==> src/stereo_pkg.sv <==
package stereo_pkg;

    localparam int pix_w      = 8;
    localparam int num_disp   = 8;
    localparam int disp_idx_w = 3;   // log2 of num_disp
    localparam int cost_w     = 10;  // 3 * 255 fits

    typedef logic [pix_w-1:0]  pixel_t;
    typedef logic [15:0]       disp_t;   // 8.8 fixed point
    typedef logic [cost_w-1:0] cost_t;

    typedef struct packed {
        pixel_t left;
        pixel_t right;
        logic   hs;     // pixel valid level
        logic   v_end;  // frame end level
    } stream_in_t;

    typedef struct packed {
        logic   val;
        pixel_t left;
        pixel_t right;
    } aligned_t;

    typedef struct packed {
        logic                  val;
        pixel_t                left;
        pixel_t [num_disp-1:0] right;  // tap d is right pixel d positions back
    } tap_bus_t;

    typedef struct packed {
        logic  val;
        disp_t disp;
    } disp_beat_t;

endpackage

==> src/stereo_regs_pkg.sv <==
package stereo_regs_pkg;

    typedef struct packed {
        logic        sel;
        logic        enable;
        logic        write;
        logic [11:0] addr;
        logic [31:0] wdata;
    } apb_req_t;

    // register map
    localparam logic [11:0] reg_range_addr     = 12'h000;
    localparam logic [11:0] reg_threshold_addr = 12'h004;
    localparam logic [11:0] reg_clip_addr      = 12'h008;

    localparam logic [3:0]  range_rst     = 4'd8;   // full search
    localparam logic [15:0] threshold_rst = 16'h0000;
    localparam logic [15:0] clip_rst      = 16'h0000;

    typedef struct packed {
        logic [3:0]  range;       // number of candidates searched
        logic [15:0] threshold;   // clip below this disparity
        logic [15:0] clip_value;
    } cfg_t;

endpackage

==> src/apb_cfg_regs.sv <==
`timescale 1ns/1ns

module apb_cfg_regs (
    input  logic                     clk,
    input  logic                     rst,
    input  stereo_regs_pkg::apb_req_t apb,
    output logic [31:0]              rdata,
    output stereo_regs_pkg::cfg_t    cfg
);

    logic wr_en;

    assign wr_en = apb.sel && apb.enable && apb.write;  // access phase write

    always_ff @(posedge clk or negedge rst) begin
        if (!rst) begin
            cfg.range      <= stereo_regs_pkg::range_rst;
            cfg.threshold  <= stereo_regs_pkg::threshold_rst;
            cfg.clip_value <= stereo_regs_pkg::clip_rst;
        end else if (wr_en) begin
            case (apb.addr)
                stereo_regs_pkg::reg_range_addr: begin
                    cfg.range <= apb.wdata[3:0];
                end
                stereo_regs_pkg::reg_threshold_addr: begin
                    cfg.threshold <= apb.wdata[15:0];
                end
                stereo_regs_pkg::reg_clip_addr: begin
                    cfg.clip_value <= apb.wdata[15:0];
                end
                default: begin
                    // unmapped offset, nothing written
                end
            endcase
        end
    end

    // read mux follows addr directly
    always_comb begin
        case (apb.addr)
            stereo_regs_pkg::reg_range_addr: begin
                rdata = {28'd0, cfg.range};
            end
            stereo_regs_pkg::reg_threshold_addr: begin
                rdata = {16'd0, cfg.threshold};
            end
            stereo_regs_pkg::reg_clip_addr: begin
                rdata = {16'd0, cfg.clip_value};
            end
            default: begin
                rdata = 32'd0;
            end
        endcase
    end

endmodule

==> src/disparity_select.sv <==
`timescale 1ns/1ns

module disparity_select (
    input  logic                                       clk,
    input  logic                                       rst,
    input  stereo_pkg::cost_t [stereo_pkg::num_disp-1:0] costs,
    input  logic                                       val,
    input  stereo_regs_pkg::cfg_t                      cfg,
    output stereo_pkg::disp_beat_t                     disp_out
);

    logic                             val_d;     // aligned with costs
    logic                             sel_val;
    stereo_pkg::disp_t                sel_disp;
    logic [stereo_pkg::disp_idx_w-1:0] best_idx;
    stereo_pkg::cost_t                best_cost;

    // winner take all, strict compare keeps the lowest index on ties
    always_comb begin
        best_idx  = '0;
        best_cost = '1;  // above any real 3-pixel sum
        for (int d = 0; d < stereo_pkg::num_disp; d++) begin
            // range above num_disp simply covers every candidate
            if (d < cfg.range && costs[d] < best_cost) begin
                best_cost = costs[d];
                best_idx  = d[stereo_pkg::disp_idx_w-1:0];
            end
        end
    end

    always_ff @(posedge clk or negedge rst) begin
        if (!rst) begin
            val_d    <= 1'b0;
            sel_val  <= 1'b0;
            sel_disp <= '0;
            disp_out <= '0;
        end else begin
            val_d    <= val;
            sel_val  <= val_d;
            sel_disp <= {{(8-stereo_pkg::disp_idx_w){1'b0}}, best_idx, 8'h00};

            disp_out.val <= sel_val;
            if (sel_val && sel_disp < cfg.threshold) begin
                disp_out.disp <= cfg.clip_value;  // too close to trust
            end else begin
                disp_out.disp <= sel_disp;
            end
        end
    end

endmodule

==> src/input_align.sv <==
`timescale 1ns/1ns

module input_align (
    input  logic                   clk,
    input  logic                   rst,
    input  stereo_pkg::stream_in_t stream_in,
    output stereo_pkg::aligned_t   aligned
);

    stereo_pkg::aligned_t stage1;
    logic                 v_end_dly;
    logic                 start_flag;

    always_ff @(posedge clk or negedge rst) begin
        if (!rst) begin
            v_end_dly  <= 1'b0;
            start_flag <= 1'b0;
            stage1     <= '0;
            aligned    <= '0;
        end else begin
            v_end_dly    <= stream_in.v_end;
            stage1.val   <= stream_in.hs;
            stage1.left  <= stream_in.left;
            stage1.right <= stream_in.right;

            // first frame end seen, stream may pass from now on
            if (v_end_dly && !stream_in.v_end) begin
                start_flag <= 1'b1;
            end

            if (start_flag) begin
                aligned <= stage1;
            end else begin
                aligned <= '0;  // held blank until start
            end
        end
    end

endmodule

==> src/match_cost_unit.sv <==
`timescale 1ns/1ns

module match_cost_unit (
    input  logic               clk,
    input  logic               rst,
    input  stereo_pkg::pixel_t left,
    input  stereo_pkg::pixel_t right,
    output stereo_pkg::cost_t  cost
);

    stereo_pkg::pixel_t diff;
    stereo_pkg::pixel_t diff_d1;  // one pixel back
    stereo_pkg::pixel_t diff_d2;  // two pixels back

    always_comb begin
        if (left > right) begin
            diff = left - right;
        end else begin
            diff = right - left;
        end
    end

    // 3-wide horizontal window, no valid needed since blanking feeds zeros
    always_ff @(posedge clk or negedge rst) begin
        if (!rst) begin
            diff_d1 <= '0;
            diff_d2 <= '0;
            cost    <= '0;
        end else begin
            diff_d1 <= diff;
            diff_d2 <= diff_d1;
            cost    <= stereo_pkg::cost_t'(diff)
                     + stereo_pkg::cost_t'(diff_d1)
                     + stereo_pkg::cost_t'(diff_d2);
        end
    end

endmodule

==> src/right_delay_line.sv <==
`timescale 1ns/1ns

module right_delay_line (
    input  logic                 clk,
    input  logic                 rst,
    input  stereo_pkg::aligned_t aligned,
    output stereo_pkg::tap_bus_t taps
);

    always_ff @(posedge clk or negedge rst) begin
        if (!rst) begin
            taps <= '0;
        end else begin
            taps.val <= aligned.val;

            if (aligned.val) begin
                taps.left     <= aligned.left;
                taps.right[0] <= aligned.right;
                // older pixels move one tap further out
                for (int d = 1; d < stereo_pkg::num_disp; d++) begin
                    taps.right[d] <= taps.right[d-1];
                end
            end else begin
                // blanking empties the chain for the next line
                taps.left  <= '0;
                taps.right <= '0;
            end
        end
    end

endmodule

==> src/stereo_top.sv <==
`timescale 1ns/1ns

module stereo_top (
    input  logic                      clk,
    input  logic                      rst,
    input  stereo_pkg::stream_in_t    stream_in,
    input  stereo_regs_pkg::apb_req_t apb,
    output logic [31:0]               apb_rdata,
    output stereo_pkg::disp_beat_t    disp_out
);

    stereo_pkg::aligned_t                          aligned;
    stereo_pkg::tap_bus_t                          taps;
    stereo_pkg::cost_t [stereo_pkg::num_disp-1:0]  costs;
    stereo_regs_pkg::cfg_t                         cfg;

    input_align u_input_align (
        .clk       (clk),
        .rst       (rst),
        .stream_in (stream_in),
        .aligned   (aligned)
    );

    right_delay_line u_right_delay_line (
        .clk     (clk),
        .rst     (rst),
        .aligned (aligned),
        .taps    (taps)
    );

    // one cost unit per candidate disparity
    for (genvar d = 0; d < stereo_pkg::num_disp; d++) begin : g_cost
        match_cost_unit u_match_cost_unit (
            .clk   (clk),
            .rst   (rst),
            .left  (taps.left),
            .right (taps.right[d]),
            .cost  (costs[d])
        );
    end

    disparity_select u_disparity_select (
        .clk      (clk),
        .rst      (rst),
        .costs    (costs),
        .val      (taps.val),
        .cfg      (cfg),
        .disp_out (disp_out)
    );

    apb_cfg_regs u_apb_cfg_regs (
        .clk   (clk),
        .rst   (rst),
        .apb   (apb),
        .rdata (apb_rdata),
        .cfg   (cfg)
    );

endmodule

==> config.mk <==
export PLATFORM = sky130hd
export DESIGN_NAME = stereo_top
export DESIGN_NICKNAME = d
export VERILOG_FILES = /design/src/stereo_pkg.sv /design/src/stereo_regs_pkg.sv /design/src/apb_cfg_regs.sv /design/src/disparity_select.sv /design/src/input_align.sv /design/src/match_cost_unit.sv /design/src/right_delay_line.sv /design/src/stereo_top.sv
export SDC_FILE = /design/constraint.sdc
export NUM_CORES = 1
export LEC_CHECK = 0
export CORE_UTILIZATION = 59
export DETAILED_ROUTE_END_ITERATION = 8
export DONT_BUFFER_PORTS = 1
export GPL_ROUTABILITY_DRIVEN = 0
export GPL_TIMING_DRIVEN = 1
export PLACE_DENSITY = 0.78
export SETUP_SLACK_MARGIN = 0.15
export SYNTH_ARGS = -nofsm -noshare
export SYNTH_HDL_FRONTEND = slang
export SYNTH_SLANG_ARGS = --single-unit
==> constraint.sdc <==
create_clock -name clk -period 12.73 [get_ports clk]
set_input_delay 1.273 -clock clk [delete_from_list [all_inputs] [get_ports clk]]
set_output_delay 1.273 -clock clk [all_outputs]
set_load 0.01 [all_outputs]
# After elaboration in Yosys (flattened, before gate mapping)
# Cells that the tools add are included.
[classes] add_sub_neg=32 n_mul=0 n_div=0 order_cmp=25 n_eq_ne=2 shifts=0 n_mux=26 n_bitwise=0 reduce_logical=17
[op_table] cell="subtractor 8 bit" n=16
[op_table] cell="adder 10 x 8 -> 10 bit" n=8
[op_table] cell="adder 8 x 8 -> 9 bit" n=8
[op_table] cell="two-way mux 72 bit" n=1
[op_table] cell="less-than comparator 10 bit" n=7
[op_table] cell="two-way mux 10 bit" n=7
[op_table] cell="greater-than comparator 8 bit" n=8
[op_table] cell="two-way mux 8 bit" n=8
[op_table] cell="one-hot mux 16 bit (3 select lines)" n=1
[op_table] cell="two-way mux 17 bit" n=1
[op_table] cell="less-than comparator 11 x 16 -> 1 bit" n=1
[op_table] cell="less-than comparator 3 x 4 -> 1 bit, first input constant" n=4
[op_table] cell="two-way mux 16 bit" n=1
[op_table] cell="equality test 12 x 3 -> 1 bit, second input constant" n=1
[op_table] cell="equality test 12 x 4 -> 1 bit, second input constant" n=1
[op_table] cell="logical AND 1 bit" n=12
[op_table] cell="zero test 12 bit" n=1
[op_table] cell="two-way mux 3 bit" n=4
[op_table] cell="less-than comparator 10 bit, second input constant" n=1
[op_table] cell="less-than comparator 1 x 4 -> 1 bit, first input constant" n=2
[op_table] cell="less-than comparator 2 x 4 -> 1 bit, first input constant" n=2
[op_table] cell="AND reduction 2 bit" n=3
[op_table] cell="two-way mux 2 bit" n=2
[op_table] cell="zero test 1 bit" n=1
[op_table] cell="two-way mux 1 bit" n=1
[totals] regBits=375 latchBits=0 ramBits=0 romBits=0 word_cells=152 memories=0

# Depth between registers and ports, before layout
[logic_depth] depth_word=24 ltp_mapped=72 ltp_nobuf=65

# Modules after synthesis
# From an unflattened synthesis, not the netlist that was laid out.
[unflattened] hier_cells=2293 area_unflattened_um2=24270.8
[modules_own_cells] mod="match_cost_unit (g_cost[0].u_match_cost_unit ...)" instances=7 cells_each=187 area_per_inst_um2=1920.6 seq_area_each_um2=650.6
[modules_own_cells] mod="disparity_select" instances=1 cells_each=444 area_per_inst_um2=3543.4 seq_area_each_um2=550.5
[modules_own_cells] mod="right_delay_line" instances=1 cells_each=152 area_per_inst_um2=2402.3 seq_area_each_um2=1826.8
[modules_own_cells] mod="match_cost_unit (g_cost[7].u_match_cost_unit)" instances=1 cells_each=187 area_per_inst_um2=1923.1 seq_area_each_um2=650.6
[modules_own_cells] mod="apb_cfg_regs" instances=1 cells_each=145 area_per_inst_um2=1910.6 seq_area_each_um2=902.1
[modules_own_cells] mod="input_align" instances=1 cells_each=56 area_per_inst_um2=1047.3 seq_area_each_um2=900.9

# Worst setup path after synthesis
# No wires, ideal clock.
[synth_timing] kind="reg-to-reg" startpoint="reg, netlist name u_apb_cfg_regs.cfg[33]" endpoint="reg u_disparity_select.sel_disp[8]" setup_ns=0.083 arrival_ns=13.548 required_ns=12.647 setup_slack_ns=-0.900 path_stages_with_launch=69 synth_period_minus_slack_ns=13.630 path_cell_list="dfrtp_1 -> buf_2 -> nor4_2 -> buf_4 -> nor2_1 -> ha_1 -> and4_1 -> a211oi_2 -> nand2_1 -> a211o_1 -> buf_6 -> clkbuf_1 -> a21oi_1 -> inv_1 -> ha_1 -> and4_1 -> a221oi_2 -> nand3b_1 -> (+33 left out) -> ha_1 -> a21o_1 -> a21o_1 -> a221oi_1 -> o21ai_0 -> or3_1 -> o22ai_1 -> buf_2 -> mux2_1 -> ha_1 -> a21o_1 -> a211o_1 -> nor2_1 -> nand2_1 -> a211o_1 -> nand2b_1 -> and3_1 -> o21ai_0"
[synth_between] elab_chain_len=24 word_cells_on_any_way=37 classes_between="15 x order compare; 14 x mux; 8 x reduce/logical"
[synth_rtl] item="less-than comparator 1 x 4 -> 1 bit" line="disparity_select.sv:24" source="if (d < cfg.range && costs[d] < best_cost) begin"
[synth_rtl] item="logical AND 1 bit" line="disparity_select.sv:24"
[synth_rtl] item="two-way mux 10 bit" line="disparity_select.sv:24"
[synth_rtl] item="less-than comparator 10 bit" line="disparity_select.sv:24"
[synth_rtl] item="logical AND 1 bit" line="disparity_select.sv:24"
[synth_rtl] item="two-way mux 10 bit" line="disparity_select.sv:24"
[synth_rtl] item="less-than comparator 10 bit" line="disparity_select.sv:24"
[synth_rtl] item="logical AND 1 bit" line="disparity_select.sv:24"
[synth_rtl] item="(+9 left out)"
[synth_rtl] item="two-way mux 10 bit" line="disparity_select.sv:24"
[synth_rtl] item="less-than comparator 10 bit" line="disparity_select.sv:24"
[synth_rtl] item="logical AND 1 bit" line="disparity_select.sv:24"
[synth_rtl] item="two-way mux 10 bit" line="disparity_select.sv:24"
[synth_rtl] item="less-than comparator 10 bit" line="disparity_select.sv:24"
[synth_rtl] item="logical AND 1 bit" line="disparity_select.sv:24"
[synth_rtl] item="two-way mux 3 bit (*)" line="disparity_select.sv:24"
[synth_rtl] item="net u_disparity_select.best_idx, one bit" line="disparity_select.sv:15" source="logic [stereo_pkg::disp_idx_w-1:0] best_idx;"
[synth_rtl] item="end signal: assignment" line="disparity_select.sv:40" source="sel_disp <= {{(8-stereo_pkg::disp_idx_w){1'b0}}, best_idx, 8'h00};"
[synth_rtl] item="end: declaration" line="disparity_select.sv:14" source="stereo_pkg::disp_t sel_disp;"
# Mark *: on every way through the listed nets, which the timed path passes. The rest lies on a longest branch.
# A chain may end at the register's enable or synchronous reset.

# Worst setup path after layout
[layout_timing] startpoint="reg, netlist name u_apb_cfg_regs.cfg[35]" endpoint="reg u_disparity_select.sel_disp[9]"
[layout_between] elab_chain_len=24 word_cells_on_any_way=36 classes_between="15 x order compare; 13 x mux; 8 x reduce/logical"
[layout_rtl] item="less-than comparator 1 x 4 -> 1 bit" line="disparity_select.sv:24"
[layout_rtl] item="logical AND 1 bit" line="disparity_select.sv:24"
[layout_rtl] item="two-way mux 10 bit" line="disparity_select.sv:24"
[layout_rtl] item="less-than comparator 10 bit" line="disparity_select.sv:24"
[layout_rtl] item="logical AND 1 bit" line="disparity_select.sv:24"
[layout_rtl] item="two-way mux 10 bit" line="disparity_select.sv:24"
[layout_rtl] item="less-than comparator 10 bit" line="disparity_select.sv:24"
[layout_rtl] item="logical AND 1 bit" line="disparity_select.sv:24"
[layout_rtl] item="(+9 left out)"
[layout_rtl] item="two-way mux 10 bit" line="disparity_select.sv:24"
[layout_rtl] item="less-than comparator 10 bit" line="disparity_select.sv:24"
[layout_rtl] item="logical AND 1 bit" line="disparity_select.sv:24"
[layout_rtl] item="two-way mux 10 bit" line="disparity_select.sv:24"
[layout_rtl] item="less-than comparator 10 bit" line="disparity_select.sv:24"
[layout_rtl] item="logical AND 1 bit" line="disparity_select.sv:24"
[layout_rtl] item="two-way mux 3 bit (*)" line="disparity_select.sv:24"
[layout_rtl] item="net u_disparity_select.best_idx, one bit" line="disparity_select.sv:15"
# Marked as above.

==> results.rst <==
.. list-table::
   :header-rows: 1

   * - Metric
     - Value
   * - Outcome
     - complete, but fails checks
   * - Failing checks
     - negative setup slack
   * - Source of the worst hold timing path
     - u_disparity_select.val_d
   * - Area leader, netlist
     - sky130_fd_sc_hd__dfrtp_1
   * - Tightest slew margin relative to the limit
     - 32.6%
   * - Via-per-instance ratio
     - 5.68
   * - Depth of the CTS H-tree
     - 2
   * - R2R setup slack
     - -0.63 ns
   * - Cell occurring most often along the worst timing path
     - sky130_fd_sc_hd__a21o_1
   * - Area enclosed by the die boundary
     - 39700 um2
   * - Endpoints failing setup
     - 3
   * - Die height
     - 199 um
   * - Clock skew
     - 0.0246 ns
   * - Net total in the final layout
     - 2632
   * - Final critical-path required period
     - 13.36 ns
   * - Number of buffers between clock root and the deepest sink
     - 3
   * - Number of distinct library cells after synthesis
     - 70
   * - Synth cell count leaders
     - 374 x sky130_fd_sc_hd__dfrtp_1, 309 x sky130_fd_sc_hd__ha_1, 252 x sky130_fd_sc_hd__inv_1
   * - Longest individual stage delay on the worst path
     - 0.56 ns
   * - Share of flip-flops with an asynchronous set or reset
     - 100%
   * - Initial antenna violation count
     - 0
   * - Cell count after synthesis
     - 2092
   * - Total I/O pin count
     - 116
   * - Count of final max-slew check failures
     - 0
   * - Synthesized area per cell
     - 11.0 um2
   * - Mapped Area
     - 23000 um2
   * - Area delta synth->final
     - 16.1%
   * - Antenna diode instance count
     - 0
   * - Starting utilization of the core area
     - 60.5%
   * - Main flop type after synthesis
     - sky130_fd_sc_hd__dfrtp_1
   * - Max-capacitance violation count
     - 0
   * - Clock transition at the register clock pins on the worst setup and hold paths after CTS
     - 0.07 ns
   * - CTS Hold Buffers Added
     - 0
   * - Number of warning messages in the yosys log
     - 0
   * - Starting DRC count in detailed routing
     - 708
   * - RR Startpoint
     - u_apb_cfg_regs.cfg[35]
   * - Type of origin of the critical path
     - register
   * - Sequential share of the synthesized area
     - 40.9%
   * - Buffers on Ports
     - 0
   * - Wire length of the first global-routing pass
     - 79.3 mm
   * - Reg2Reg Depth
     - 69
   * - Filler cell count
     - 2517
   * - Die span in x
     - 199 um
   * - Global-route congestion overflow total
     - 0
   * - Data arrival time of the critical path
     - 13.79 ns
   * - Fraction of layout cells with a size suffix above 1
     - 17.2%
   * - Post-Route Utilization
     - 70.2%
   * - Biggest fanout along the worst timing path
     - 8
   * - Slew @ Worst Pin
     - 1.00 ns
   * - Post-detailed-placement half-perimeter wirelength
     - 34.5 mm
   * - Final total negative setup slack
     - -1.83 ns
   * - Fmax
     - 74.9 MHz
   * - Cell total after placement
     - 2656
   * - Top cell type's share of synthesized area
     - 40.8%
   * - Final number of hold-violating endpoints
     - 0
   * - CTS Root Buffer Type
     - sky130_fd_sc_hd__clkbuf_16
   * - WL per Instance
     - 18.1 um
   * - Overall routed net length
     - 50.2 mm
   * - TritonCTS clock tree
     - done
   * - Final cell count without fillers
     - 2766
   * - Final cycle utilization of the critical path
     - 105%
   * - Reg2Reg Capture Point
     - u_disparity_select.sel_disp[9]
   * - Num CTS Buffers
     - 42
   * - Post-synthesis register bit count
     - 375
   * - FP Rows
     - 71
   * - Endpoint class of the critical path
     - register
   * - Number of nets with antenna violations after detailed routing
     - 0
   * - Number of search-and-repair iterations in the first detailed-routing pass
     - 5
   * - Register cell area after layout
     - 9390 um2
   * - Remaining routing DRC violations
     - 0
   * - Number of flops mapped to enable cells by yosys
     - 0
   * - Path category of the worst min-delay check
     - reg -> reg
   * - Capture endpoint of the worst hold path
     - u_disparity_select.sel_val
   * - Setup CP Type
     - reg -> reg
   * - Routed vias
     - 15700
   * - Clock latency reported for the late side of the worst-skew pair
     - 0.57 ns
   * - Slack of the critical path
     - -0.629 ns
   * - Vias in the first global route
     - 16300
   * - Crit path max-delay cell type
     - sky130_fd_sc_hd__dfstp_2
   * - Global-route usage over all layers
     - 25.1%
   * - Count leader, synth
     - sky130_fd_sc_hd__dfrtp_1
   * - Cell depth of the worst hold path
     - 0
   * - Largest cells by area after synthesis
     - sky130_fd_sc_hd__dfrtp_1 41%, sky130_fd_sc_hd__ha_1 17%, sky130_fd_sc_hd__xnor2_1 4.2%
   * - Number of clock sinks seen by CTS
     - 375
   * - Pin count of the biggest net entering global routing
     - 376
   * - Unrepaired setup endpoints after global routing
     - yes
   * - Required time of the worst setup path
     - 13.16 ns
   * - Area of the placeable core
     - 37900 um2
   * - Area of combinational cells with multiple inputs
     - 13100 um2
   * - Worst Setup Slack post-DPL
     - -0.763 ns
through the flow:
stage / hold slack (ns) / area [um2]
2_1_floorplan: 0.331 / 23200
3_3_place_gp: 0.334 / 24200
3_5_place_dp: 0.347 / 24200
4_1_cts: 0.368 / 26300
5_1_grt: 0.372 / 26600
6_report: 0.363 / 26600
worst max-delay path by stage:
| stage | depth (start not counted) | from | slack, ns | endpoint |
|---|---|---|---|---|
| floorplan | 67 | u_apb_cfg_regs.cfg[32] | -0.14 | u_disparity_select.sel_disp[8] |
| global placement | 67 | u_apb_cfg_regs.cfg[35] | -0.37 | u_disparity_select.sel_disp[8] |
| detailed placement | 68 | u_apb_cfg_regs.cfg[35] | -0.76 | u_disparity_select.sel_disp[8] |
| CTS | 66 | u_apb_cfg_regs.cfg[35] | -0.37 | u_disparity_select.sel_disp[8] |
| global route | 68 | u_apb_cfg_regs.cfg[33] | -1.13 | u_disparity_select.sel_disp[9] |
| finish | 69 | u_apb_cfg_regs.cfg[35] | -0.63 | u_disparity_select.sel_disp[9] |
layout by cell type (no fill, tap or decap), types with 13 or more instances in the layout:
master                      netlist  layout
sky130_fd_sc_hd__dfrtp_1        374     374
sky130_fd_sc_hd__ha_1           309     287
sky130_fd_sc_hd__inv_1          252     250
sky130_fd_sc_hd__a21oi_1        164     149
sky130_fd_sc_hd__xnor2_1        109     109
sky130_fd_sc_hd__buf_4           18     108
sky130_fd_sc_hd__and2_1         102     102
sky130_fd_sc_hd__a21o_1          84      84
sky130_fd_sc_hd__mux2_2          61      60
sky130_fd_sc_hd__o21bai_1        49      48
sky130_fd_sc_hd__nor2b_1         46      45
sky130_fd_sc_hd__o21ai_0         50      44
sky130_fd_sc_hd__xor2_1          44      44
sky130_fd_sc_hd__clkbuf_16        0      44
sky130_fd_sc_hd__mux2i_1         45      41
sky130_fd_sc_hd__nor2_1          52      39
sky130_fd_sc_hd__nand2_1         40      37
sky130_fd_sc_hd__fa_1            32      32
sky130_fd_sc_hd__nand4_1         20      20
sky130_fd_sc_hd__ha_4             0      20
sky130_fd_sc_hd__conb_1           1      16
sky130_fd_sc_hd__a221o_1         15      15
sky130_fd_sc_hd__mux2i_4          7      15
sky130_fd_sc_hd__mux2_4          10      14
sky130_fd_sc_hd__nand2b_1        13      13
sky130_fd_sc_hd__buf_6            1      13
layout make-up:
cell class                      count  area share [%]
Tap cell                          511            2.40
Clock buffer                       47            4.24
Inverter                          252            3.55
Multi-Input combinational cell   1428            49.3
Clock inverter                     28            1.42
Timing Repair Buffer              125            3.89
Sequential cell                   375            35.2
critical path, delay by kind of cell (launching register included):
kind	cells	cell delay, ns
simple gates	19	3.32
fa+ha+maj	7	1.66
compound gates	28	5.07
flops	1	0.56
mux	5	1.25
buf+inv	10	1.37
routing by layer:
metal	vias up	wire length, um	global-route usage, %
li1	7436	-	-
met4	0	2100	10.4
met3	162	2170	3.88
met2	412	24600	43.5
met5	-	0	0
met1	7695	21300	31.3
registers in the layout, summed over array words and instances (netlist names), 3 cells and up:
register	count
u_right_delay_line.taps	73
g_cost.u_match_cost_unit.diff_d1	64
g_cost.u_match_cost_unit.cost	80
u_input_align.stage1	17
u_disparity_select.sel_disp	3
u_apb_cfg_regs.cfg	36
g_cost.u_match_cost_unit.diff_d2	64
u_input_align.aligned	17
u_disparity_select.disp_out	17
cell families after synthesis:
kind of cell | count (synthesis) | synth area share (%)
buffers and inverters | 305 | 5.40
other | 1 | 0.0163
AOI/OAI and AO/OA | 458 | 13.3
and+or+nand+nor | 323 | 7.94
xor gates and xnor gates | 153 | 5.84
muxes | 136 | 7.02
adders and majority gates | 341 | 19.6
DFF | 375 | 40.9
timing repair:
item / CTS / global route
pin swaps: 44 / 39
cloned: 1 / 1
resized for setup: 69 / 44
setup endpoints to repair: 3 / 3
buffers inserted: 21 / 12
Power is left out: the tool's default activity adds up to more than one toggle a clock period on the data nets, which glitch-free logic cannot reach.
